==> src/rtl/dcache_macros.svh <==
`ifndef DCACHE_MACROS_SVH
`define DCACHE_MACROS_SVH

// geometry of the two-way cache
`define DC_SETS     64
`define DC_WORDS    16

// set index field of the byte address
`define DC_IDX_LSB  6
`define DC_IDX_MSB  11

// word within the line
`define DC_OFS_LSB  2
`define DC_OFS_MSB  5

// tag runs from here up to bit 31
`define DC_TAG_LSB  12

`endif

==> src/rtl/dcache_pkg.sv <==
`include "dcache_macros.svh"

package dcache_pkg;

    typedef logic [31:0] addr_t;
    typedef logic [31:0] word_t;
    typedef logic [3:0]  strb_t;

    typedef logic [31-`DC_TAG_LSB:0]           tag_t;
    typedef logic [`DC_IDX_MSB-`DC_IDX_LSB:0]  index_t;
    typedef logic [`DC_OFS_MSB-`DC_OFS_LSB:0]  offset_t;
    typedef logic [`DC_WORDS*32-1:0]           line_t;

    // lookup sequencing
    typedef enum logic [1:0] {
        IDLE,
        LOOKUP,
        MISS_WAIT
    } ctrl_state_t;

endpackage

==> src/rtl/dcache_tag_array.sv <==
`timescale 1ns/1ns
`include "dcache_macros.svh"

module dcache_tag_array (
    input  logic                clk,
    input  logic                rst_n,
    input  dcache_pkg::index_t  rd_index_i,
    input  dcache_pkg::addr_t   req_addr_i,
    input  logic                victim_way_i,
    input  logic                refill_we_i,
    output logic                hit0_o,
    output logic                hit1_o,
    output logic                victim_valid_o,
    output dcache_pkg::tag_t    victim_tag_o
);

    dcache_pkg::tag_t    req_tag;
    dcache_pkg::index_t  wr_index;
    dcache_pkg::tag_t    rd_tag_q [2];
    logic                rd_valid_q [2];
    logic [1:0]          way_we;
    logic [1:0]          way_hit;

    assign req_tag  = req_addr_i[31:`DC_TAG_LSB];
    assign wr_index = req_addr_i[`DC_IDX_MSB:`DC_IDX_LSB];
    assign way_we   = {2{refill_we_i}} & (victim_way_i ? 2'b10 : 2'b01);

    for (genvar w = 0; w < 2; w++) begin : g_way
        dcache_pkg::tag_t     tag_mem [`DC_SETS];
        logic [`DC_SETS-1:0]  valid_q;

        always_ff @(posedge clk) begin
            if (way_we[w]) begin
                tag_mem[wr_index] <= req_tag;
            end
            rd_tag_q[w] <= tag_mem[rd_index_i];
        end

        always_ff @(posedge clk or negedge rst_n) begin
            if (!rst_n) begin
                valid_q       <= '0;
                rd_valid_q[w] <= 1'b0;
            end else begin
                if (way_we[w]) begin
                    valid_q[wr_index] <= 1'b1;
                end
                rd_valid_q[w] <= valid_q[rd_index_i];
            end
        end

        assign way_hit[w] = rd_valid_q[w] & (rd_tag_q[w] == req_tag);
    end

    assign hit0_o         = way_hit[0];
    assign hit1_o         = way_hit[1];
    assign victim_valid_o = victim_way_i ? rd_valid_q[1] : rd_valid_q[0];
    assign victim_tag_o   = victim_way_i ? rd_tag_q[1] : rd_tag_q[0];

    // a line is only ever installed in one way
    single_hit_a: assert property (@(posedge clk) disable iff (!rst_n)
        !(hit0_o && hit1_o));

endmodule

==> config.mk <==
export PLATFORM = sky130hd
export DESIGN_NAME = dcache_tag_array
export DESIGN_NICKNAME = d
export VERILOG_FILES = /design/src/rtl/dcache_pkg.sv /design/src/rtl/dcache_tag_array.sv
export VERILOG_INCLUDE_DIRS = /design/src /design/src/rtl
export SDC_FILE = /design/constraint.sdc
export NUM_CORES = 2
export LEC_CHECK = 0
export BUFFER_PORTS_ARGS = -buffer_cell sky130_fd_sc_hd__buf_2
export CORE_MARGIN = 2
export CORE_UTILIZATION = 55
export DETAILED_ROUTE_END_ITERATION = 12
export GPL_TIMING_DRIVEN = 0
export PLACE_DENSITY = 0.71
export SLEW_MARGIN = 20
export SYNTH_ARGS = -nofsm -noshare
export SYNTH_HDL_FRONTEND = slang
export SYNTH_SLANG_ARGS = --single-unit
==> constraint.sdc <==
create_clock -name clk -period 2.4 [get_ports clk]
set_input_delay 0.24 -clock clk [delete_from_list [all_inputs] [get_ports clk]]
set_output_delay 0.24 -clock clk [all_outputs]
set_load 0.1 [all_outputs]
==> metrics.yaml <==
status: "finished with violations"
cpPeakStageDelay_ps: 380
finalPower_mw: 101
rows: 159
synth_cell_types: 45
nets: 5237
yosysSeqAreaShare_pct: 77.5
arrival_ps: 2530
core-area_sq_um: 188000
crit_slowest_cell: "dfxtp_1"
skew_ps: 54.3
clockPowerShare_pct: 40.6
mostFrequentLayoutCell: "edfxtp_1"
cts_sinks: 2730
drc: 0
cts_tree: "built"
fp.dieH_microns: 440
cts_root_buf: "clkbuf_16"
criticalPathCategory: "reg -> out"
cellPowerDensity_nw_per_um2: 818
synth_ff_type: "edfxtp_1"
fmax_mhz: 361
grt_pass1_vias: 53800
grt_use_total_pct: 33.6
synth_edf_count: 2560
final_cell_count_no_fill: 7888
fin_crit_ps: 2770
power.switching_mw: 22.7
ys_warn_count: 0
crit_chain: "xor2_1 > nor4_1 > nand3_1 > nor4_4 > buf_6"
io_pins: 65
grt_pass1_wl_microns: 437000
grt_max_degree: 85
gp_congestion: 0.959
vias: 55000
finalWorstSetupSlack_ps: -373
pwr-share-seq_pct: 52.2
hold_class: "in -> reg"
syn_nets: 4620
post_route_cells_drive_above_1_share_pct: 36.9
clock_path_buffers: 4
clk_pin_slew_ps: 60
report.final.slew_viol_count: 0
grt-ovfl-total: 0
power_frac_comb_pct: 7.2
clk_latency_ps: 940
cts_buffers: 282
synth_cells: 4578
crit_family: "simple AND/OR/NAND/NOR gates"
reg2reg_depth: 5
worst_slew_pin_slew_ps: 1260
cp.depth: 5
antenna_left: 0
cp_num_buf_inv: 1
cp.required_ps: 2160
async_reset_ff_share_pct: 4.76
whs_ps: -9.35
htree_levels: 5
fin_crit_sh_pct: 116
p_int_mw: 78.6
slew_headroom_pct: 16.3
worstPathMaxFanout: 2
dieWidth_microns: 440
setup_violations: 41
avgSynthCellArea_sq_um: 22.8
dieArea_sq_um: 193000
cap_violations: 0
finalHoldViolations: 23
dp_cells: 7263
synth_area_sq_um: 104000
critical_path.startpoint_type: "flop"
endpoint_kind: "output pin"
final_cell_mix: "edfxtp_1 (2560), mux4_2 (700), clkbuf_16 (288)"
ir_drop_uv: 710
area_growth_pct: 18.7
io_buffers: 46
ys_ff_latch: 2730
drtIter0Drc: 10300
p_leak_nw: 40.5
start_util_pct: 55.5
post-route-util_pct: 65.8
holdPathStages: 2
drt_pass1_iterations: 8
viasPerCell: 6.98
hpwl_microns: 201000
rsz0062_at_grt: "true"
wl_per_cell_microns: 40.8
finalWirelength_microns: 322000
violations: "negative hold slack, negative setup slack"
sw_frac_of_total_pct: 22.4
antenna_found_initial: 32
## layout make-up
type	instances	area, sq um
Multi-Input combinational cell	1607	23700
Buffer	241	1470
Timing Repair Buffer	326	6200
Tap cell	2495	3120
Antenna cell	10	25.0
Clock inverter	99	717
Fill cell	11700	64300
Inverter	7	28.8
Clock buffer	373	7690
Sequential cell	2730	80900
## final timing paths
path	startpoint	to	slack [ps]
worst max-delay path	rd_tag_q[0][10]	hit0_o	-370
min in group asynchronous	rst_n	g_way[0].valid_q[56]	420
max in group asynchronous	rst_n	g_way[1].valid_q[9]	1500
worst min register to register	g_way[0].valid_q[58]	g_way[0].valid_q[58]	460
worst min-delay path	req_addr_i[28]	g_way[0].tag_mem[32][16]	-9
worst max register to register	g_way[0].tag_mem[13][8]	rd_tag_q[0][8]	0
## synthesized netlist by cell type (3+ instances only)
master    instances  share of area, %
edfxtp_1       2560                74
mux4_2          700                15
mux2i_1         164               1.6
nor2_1          138              0.50
or2_2           135              0.81
dfrtp_1         130               3.1
clkbuf_1        105              0.38
mux2_2           88              0.95
buf_2            81              0.39
nand2_1          52              0.19
o22ai_1          51              0.31
a22oi_1          49              0.35
a221oi_1         46              0.39
dfxtp_1          40              0.77
buf_1            26             0.093
xnor2_1          24              0.20
a21oi_1          19             0.091
o21ai_0          19             0.091
buf_4            16              0.12
xor2_1           16              0.13
buf_6            15              0.16
a31oi_1          13             0.078
a22o_1           12              0.10
nand3_1          11             0.053
nor2b_1           8             0.048
nand2b_1          7             0.042
and3_1            6             0.036
inv_1             6             0.022
nand3b_1          6             0.043
nand4_1           6             0.036
nor4_1            6             0.036
or3b_2            4             0.034
a211oi_1          3             0.022
## repair_timing
item                                     CTS  global route
endpoints found under the setup margin   834           182
hold endpoints to repair                1153             0
cloned                                     8             1
pin swaps                                 32             5
resized for setup                        158            39
buffers inserted                          36             9
hold buffers                              91             0
## worst reg2reg max path, cell delays in order, from the launching register on
cell and delay [ps]:
edfxtp_1 370, mux4_2 470, a22o_1 270, a221oi_1 430
a22oi_2 330, and3_1 380
## per-stage QoR
stage | hold WS (ps) | setup slack [ps] | area (sq um) | setup TNS (ps)
6_report | -9.35 | -373 | 124000 | -3000
5_1_grt | 7.78 | -414 | 124000 | -807
4_1_cts | 6.00 | -344 | 124000 | -629
3_5_place_dp | 231 | -2010 | 112000 | -2049360
3_3_place_gp | 445 | -2670 | 108000 | -4868610
2_1_floorplan | -55.6 | -252 | 104000 | -193580
## layer usage
layer	global-route usage, %	up-vias	share of wire (%)
met4	17.7	12	6.6
met2	48.7	4645	44
met3	12.4	991	15
met5	0	-	0.087
li1	-	20600	-
met1	44.9	28800	34
## cells by family (layout without fill, tap and decap cells)
kind of cell	Yosys count	count (layout)	share of synthesized area, %
simple gates	388	397	1.88
mux	952	952	17.6
xor+xnor	40	40	0.336
other cells	0	10	0
buf+inv	250	1046	1.16
compound gates	218	218	1.48
flops	2730	2730	77.5
## flip-flops by register name, indices dropped and copies added, names as in the netlist
| signal | cells |
|---|---|
| rd_valid_q | 2 |
| g_way.tag_mem | 2560 |
| g_way.valid_q | 128 |
| rd_tag_q | 40 |
## power by group through the flow
stage / registers (mW) / logic, mW / clock network (mW)
after global routing: 52.9 / 7.42 / 42.9
after global placement: 53.9 / 6.10 / 0
after CTS: 52.9 / 7.05 / 41.1
final: 52.9 / 7.30 / 41.1
after floorplan: 53.8 / 3.48 / 0
after detailed placement: 53.9 / 6.47 / 0
(Power assumes the default switching activity.)
