$ cat config.mk
export PLATFORM = sky130hd
export DESIGN_NAME = dcache_ctrl
export DESIGN_NICKNAME = d
export VERILOG_FILES = /design/src/rtl/dcache_pkg.sv /design/src/rtl/dcache_ctrl.sv
export VERILOG_INCLUDE_DIRS = /design/src /design/src/rtl
export SDC_FILE = /design/constraint.sdc
export NUM_CORES = 1
export LEC_CHECK = 0
export ABC_AREA = 1
export BUFFER_PORTS_ARGS = -buffer_cell sky130_fd_sc_hd__buf_2
export CORE_UTILIZATION = 45
export CTS_CLUSTER_DIAMETER = 80
export DETAILED_ROUTE_END_ITERATION = 16
export PLACE_DENSITY = 0.66
export SKIP_LAST_GASP = 1
export SYNTH_ARGS = -nofsm -noshare
export SYNTH_HDL_FRONTEND = slang
export SYNTH_SLANG_ARGS = --single-unit
$ cat constraint.sdc
create_clock -name clk -period 3.58 [get_ports clk]
set_clock_uncertainty 0.15 [all_clocks]
set_input_delay 0.179 -clock clk [delete_from_list [all_inputs] [get_ports clk]]
set_output_delay 0.179 -clock clk [all_outputs]
set_load 0.01 [all_outputs]
$ cat src/rtl/dcache_macros.svh
`ifndef DCACHE_MACROS_SVH
`define DCACHE_MACROS_SVH

// geometry of the two-way cache
`define DC_SETS     64
`define DC_WORDS    16

// set index field of the byte address
`define DC_IDX_LSB  6
`define DC_IDX_MSB  11

// word within the line
`define DC_OFS_LSB  2
`define DC_OFS_MSB  5

// tag runs from here up to bit 31
`define DC_TAG_LSB  12

`endif

$ cat src/rtl/dcache_pkg.sv
`include "dcache_macros.svh"

package dcache_pkg;

    typedef logic [31:0] addr_t;
    typedef logic [31:0] word_t;
    typedef logic [3:0]  strb_t;

    typedef logic [31-`DC_TAG_LSB:0]           tag_t;
    typedef logic [`DC_IDX_MSB-`DC_IDX_LSB:0]  index_t;
    typedef logic [`DC_OFS_MSB-`DC_OFS_LSB:0]  offset_t;
    typedef logic [`DC_WORDS*32-1:0]           line_t;

    // lookup sequencing
    typedef enum logic [1:0] {
        IDLE,
        LOOKUP,
        MISS_WAIT
    } ctrl_state_t;

endpackage

$ cat src/rtl/dcache_ctrl.sv
`timescale 1ns/1ns
`include "dcache_macros.svh"

module dcache_ctrl (
    input  logic                clk,
    input  logic                rst_n,
    input  logic                req_i,
    input  dcache_pkg::addr_t   addr_i,
    input  dcache_pkg::strb_t   strb_i,
    input  dcache_pkg::word_t   wdata_i,
    input  logic                hit0_i,
    input  logic                hit1_i,
    input  logic                victim_valid_i,
    input  logic                refill_valid_i,
    output logic                ready_o,
    output logic                resp_valid_o,
    output logic                miss_o,
    output logic                wb_valid_o,
    output dcache_pkg::index_t  rd_index_o,
    output dcache_pkg::addr_t   req_addr_o,
    output dcache_pkg::strb_t   req_strb_o,
    output dcache_pkg::word_t   req_wdata_o,
    output logic                victim_way_o,
    output logic                store_we_o,
    output logic                hit_way_o,
    output logic                refill_we_o
);

    dcache_pkg::ctrl_state_t state_q;
    dcache_pkg::ctrl_state_t state_d;
    dcache_pkg::addr_t       req_addr_q;
    dcache_pkg::strb_t       req_strb_q;
    dcache_pkg::word_t       req_wdata_q;
    dcache_pkg::index_t      req_index;
    logic [`DC_SETS-1:0]     lru_q;
    logic [`DC_SETS-1:0]     dirty_q [2];
    logic                    hit;
    logic                    accept;

    assign req_index    = req_addr_q[`DC_IDX_MSB:`DC_IDX_LSB];
    assign hit          = hit0_i | hit1_i;
    assign accept       = req_i & ready_o;
    assign hit_way_o    = hit1_i;
    // lru bit names the way to replace next
    assign victim_way_o = lru_q[req_index];

    assign rd_index_o   = accept ? addr_i[`DC_IDX_MSB:`DC_IDX_LSB] : req_index;
    assign req_addr_o   = req_addr_q;
    assign req_strb_o   = req_strb_q;
    assign req_wdata_o  = req_wdata_q;

    assign store_we_o   = (state_q == dcache_pkg::LOOKUP) & hit & (|req_strb_q);
    assign wb_valid_o   = miss_o & victim_valid_i & dirty_q[victim_way_o][req_index];

    ////////////////////////////////////////////////////////////////////////////
    // state machine
    ////////////////////////////////////////////////////////////////////////////
    always_comb begin
        state_d      = state_q;
        ready_o      = 1'b1;
        resp_valid_o = 1'b0;
        miss_o       = 1'b0;
        refill_we_o  = 1'b0;
        case (state_q)
            dcache_pkg::IDLE: begin
                if (req_i) begin
                    state_d = dcache_pkg::LOOKUP;
                end
            end
            dcache_pkg::LOOKUP: begin
                if (hit) begin
                    resp_valid_o = 1'b1;
                    if (!req_i) begin
                        state_d = dcache_pkg::IDLE;
                    end
                end else begin
                    ready_o = 1'b0;
                    miss_o  = 1'b1;
                    state_d = dcache_pkg::MISS_WAIT;
                end
            end
            dcache_pkg::MISS_WAIT: begin
                ready_o = 1'b0;
                if (refill_valid_i) begin
                    resp_valid_o = 1'b1;
                    refill_we_o  = 1'b1;
                    state_d      = dcache_pkg::IDLE;
                end
            end
            default: state_d = dcache_pkg::IDLE;
        endcase
    end

    always_ff @(posedge clk or negedge rst_n) begin
        if (!rst_n) begin
            state_q <= dcache_pkg::IDLE;
        end else begin
            state_q <= state_d;
        end
    end

    always_ff @(posedge clk) begin
        if (accept) begin
            req_addr_q  <= addr_i;
            req_strb_q  <= strb_i;
            req_wdata_q <= wdata_i;
        end
    end

    // replacement and dirty tracking
    always_ff @(posedge clk or negedge rst_n) begin
        if (!rst_n) begin
            lru_q      <= '0;
            dirty_q[0] <= '0;
            dirty_q[1] <= '0;
        end else if (refill_we_o) begin
            lru_q[req_index]                  <= ~lru_q[req_index];
            dirty_q[victim_way_o][req_index] <= |req_strb_q;
        end else if (state_q == dcache_pkg::LOOKUP && hit) begin
            lru_q[req_index] <= hit0_i;
            if (store_we_o) begin
                dirty_q[hit_way_o][req_index] <= 1'b1;
            end
        end
    end

    // memory may only answer an outstanding miss
    refill_in_wait_a: assert property (@(posedge clk) disable iff (!rst_n)
        refill_valid_i |-> state_q == dcache_pkg::MISS_WAIT);

    one_writer_a: assert property (@(posedge clk) disable iff (!rst_n)
        !(store_we_o && refill_we_o));

endmodule

==> reports/qor.yml <==
status:
  outcome: "finished with violations"
  violations: "setup timing"
detailed_routing:
  drc: 0
  wire_per_inst_microns: 20.5
  dr.first_iter.drc_count: 1641
  drtPass1Iterations: 6
  wl_mm: 52.5
  routed_via_density: 5.88
  vias: 15100
  antenna_left: 0
finish:
  area_delta_synth_final_pct: 28.1
  diodes: 0
  layout.nets: 2219
  drive_gt1_share_pct: 17.7
  utilization_pct: 58.5
  final_area_sq_um: 18400
clock_tree:
  clock_latency_ns: 0.57
  cts_buffers: 29
  cts_tree: "done"
  htree_levels: 1
  clk_path_buf_depth: 3
  cts.sinks: 262
  clkTransAtPathRegs_ns: 0.07
  cts-root-buf: "clkbuf_16"
sta:
  post-route-period-util_pct: 110
  timing.final.ws_setup_ns: -0.357
  timing.fmax_ghz: 0.254
  slew_viol_final: 0
  setup_viol: 1
  finalHoldViolCount: 0
  period_needed_ns: 3.94
  tightest_slew_ns: 0.947
  rsz0062_at_grt: "yes"
  tns_ns: -0.357
  hold_slack_ns: 0.128
  relSlewSlack_pct: 36.9
yosys:
  synth_cell_types: 38
  synth_ff_type: "dfrtp_1"
  async_reset_ff_share_pct: 74.0
  synth-edff-count: 68
  syn_inst: 1895
  ys_seq_elements: 262
  synth_nets: 1973
  ys_warn_count: 0
  seq_area_frac_synth_pct: 47.9
  synth_area_sq_um: 14400
  postSynthAreaPerCell_sq_um: 7.60
placed_design:
  place_area_sq_um: 15800
  portBuffers: 156
  hpwlAfterDp_mm: 30.3
  gp_congestion: 0.933
critical_path:
  cp_data_arrival_time_ns: 3.61
  setup.worst_path.start: "req_addr_o[6]"
  cp_max_fo: 15
  critPathLaunchType: "flip-flop"
  end_kind: "output pin"
  reg2reg_slack_ns: 0.14
  r2r_start: "req_addr_o[6]"
  crit_required_ns: 3.25
  criticalPathCategory: "flip-flop to output pin"
global_routing:
  use_met2_pct: 50.5
  grt_pass1_wl_mm: 81.3
  grt_use_total_pct: 31.6
  grt_pass1_vias: 14000
  top_usage_layer: "met2"
  antenna_found_initial: 0
  overflow: 0
  grt_max_degree: 92
  met3_usage_pct: 5.14
  grt_util_met1_pct: 43.0
floorplanning:
  rows: 65
  start_util_pct: 45.6
  io_pins: 157
  dieArea_sq_um: 32700
  die_h_microns: 181
  die_w_microns: 181
  core_sq_um: 31600
pwr:
  clkPwrFrac_pct: 25.3
  swShare_pct: 39.1
  power.switching_uw: 5070
  power_density_nw_per_um2: 703
  leakage_uw: 0.00806
  intPower_uw: 7890
  ir_drop_v: 0.000405
  finalPower_uw: 13000
  power_frac_seq_pct: 34.5
  comb_power_share_pct: 40.2
hold_path:
  hp-class: "primary input to asynchronous set/reset pin"
job:
  maxCapViolations: 0
## power by group through the flow
stage	sequential [uW]	clock [uW]	combinational, uW
after floorplan	4400	0	3100
after global placement	4480	0	4280
after detailed placement	4490	0	4400
after CTS	4450	3290	4990
after global routing	4560	3410	5700
final	4470	3270	5210
## worst max-delay path, cell delays in order (launching register included)
cell and delay (ns):
edfxtp_1 0.43, buf_6 0.19, buf_12 0.16, nand2_1 0.07
nand2_2 0.11, nand2_1 0.08, nand2_1 0.05, nand2_1 0.06
nand2_1 0.06, nand2_1 0.11, nand2_2 0.08, nor2_4 0.15
nand2_4 0.12, buf_12 0.15, inv_6 0.06, buf_8 0.13
buf_6 0.12, nand2_1 0.04, nand3_1 0.08, a21oi_2 0.06
nor2_2 0.14, nand2_1 0.09, nand3_2 0.10, nand2_2 0.07
nor2_4 0.17, buf_6 0.12
## kinds of logic after synthesis
group,share of synthesized area [%]
compound gates,20.5
buf+inv,8.28
flops,47.9
simple gates,22.8
fa+ha+maj,0.261
mux,0.313
## area by class of cell
type                            count  area, sq um
Tap cell                          402          503
Clock buffer                       36          793
Clock inverter                     18          244
Sequential cell                   262         6900
Timing Repair Buffer              331         2790
Inverter                          171          661
Multi-Input combinational cell   1346         6560
Fill cell                        2761        13100
## layer usage
metal / part of all wire (%) / up-vias
met4: 3.7 / 0
met2: 46 / 915
li1: - / 6867
met3: 10 / 153
met5: 0 / -
met1: 40 / 7143
## synth_stat cells, drive strengths merged, types with 44 or more instances
cell	n	area share [%]
buf	46	2.0
clkbuf	71	1.9
dfrtp	194	34
nand3	115	4.0
edfxtp	68	14
nand2	422	11
o21ai	221	7.7
a211oi	44	2.3
a31oi	75	3.3
nor2	280	7.4
a21oi	109	3.8
inv	164	4.3
## cells in the final DEF, fill, tap and decap left out, types with 5 or more instances in the layout
cell,instances
o211ai_1,6
a211oi_1,44
nand2_1,394
inv_1,154
dfrtp_1,194
bufinv_16,5
edfxtp_1,68
nand3_1,101
buf_12,19
buf_4,62
o2111ai_1,9
nand2_2,25
nor2_1,267
buf_16,7
buf_6,9
clkinvlp_4,7
nor3_1,5
dlygate4sd3_1,73
a21oi_1,106
o21ai_1,37
clkbuf_16,31
clkinv_1,7
a31oi_1,75
o21ai_0,182
inv_2,7
nand3_2,14
nor2_2,6
o21a_1,24
nor2_4,7
buf_2,154
## stage by stage
step | setup slack (ns) | cells
after floorplan | 0.758 | 1895
after global placement | -0.127 | 2405
after detailed placement | -0.0868 | 2405
after CTS | -0.261 | 2562
after global routing | -0.482 | 2566
final | -0.357 | 2566
## flip-flops by register name, indices dropped and copies added (netlist names)
signal and cells:
lru_q 64, state_q 2, req_addr_o 32, req_wdata_o 32, req_strb_o 4, dirty_q 128
## worst paths after layout
kind | end | cells past startpoint
max | wb_valid_o | 25
min reg2reg | lru_q[27] | 2
max in group asynchronous | dirty_q[41] | 3
max reg2reg | dirty_q[18] | 22
min | lru_q[1] | 2
min in group clk | req_wdata_o[21] | 2
## repair_timing
item / in CTS / in global routing
hold endpoints to repair: 159 / 0
hold buffers: 73 / 0
pin swaps: 33 / 37
setup endpoints to repair: 1 / 41
gates resized for setup: 71 / 30
buffers inserted: 19 / 6
cloned: 11 / 2
No activity file was read; power rests on OpenSTA's default activity.
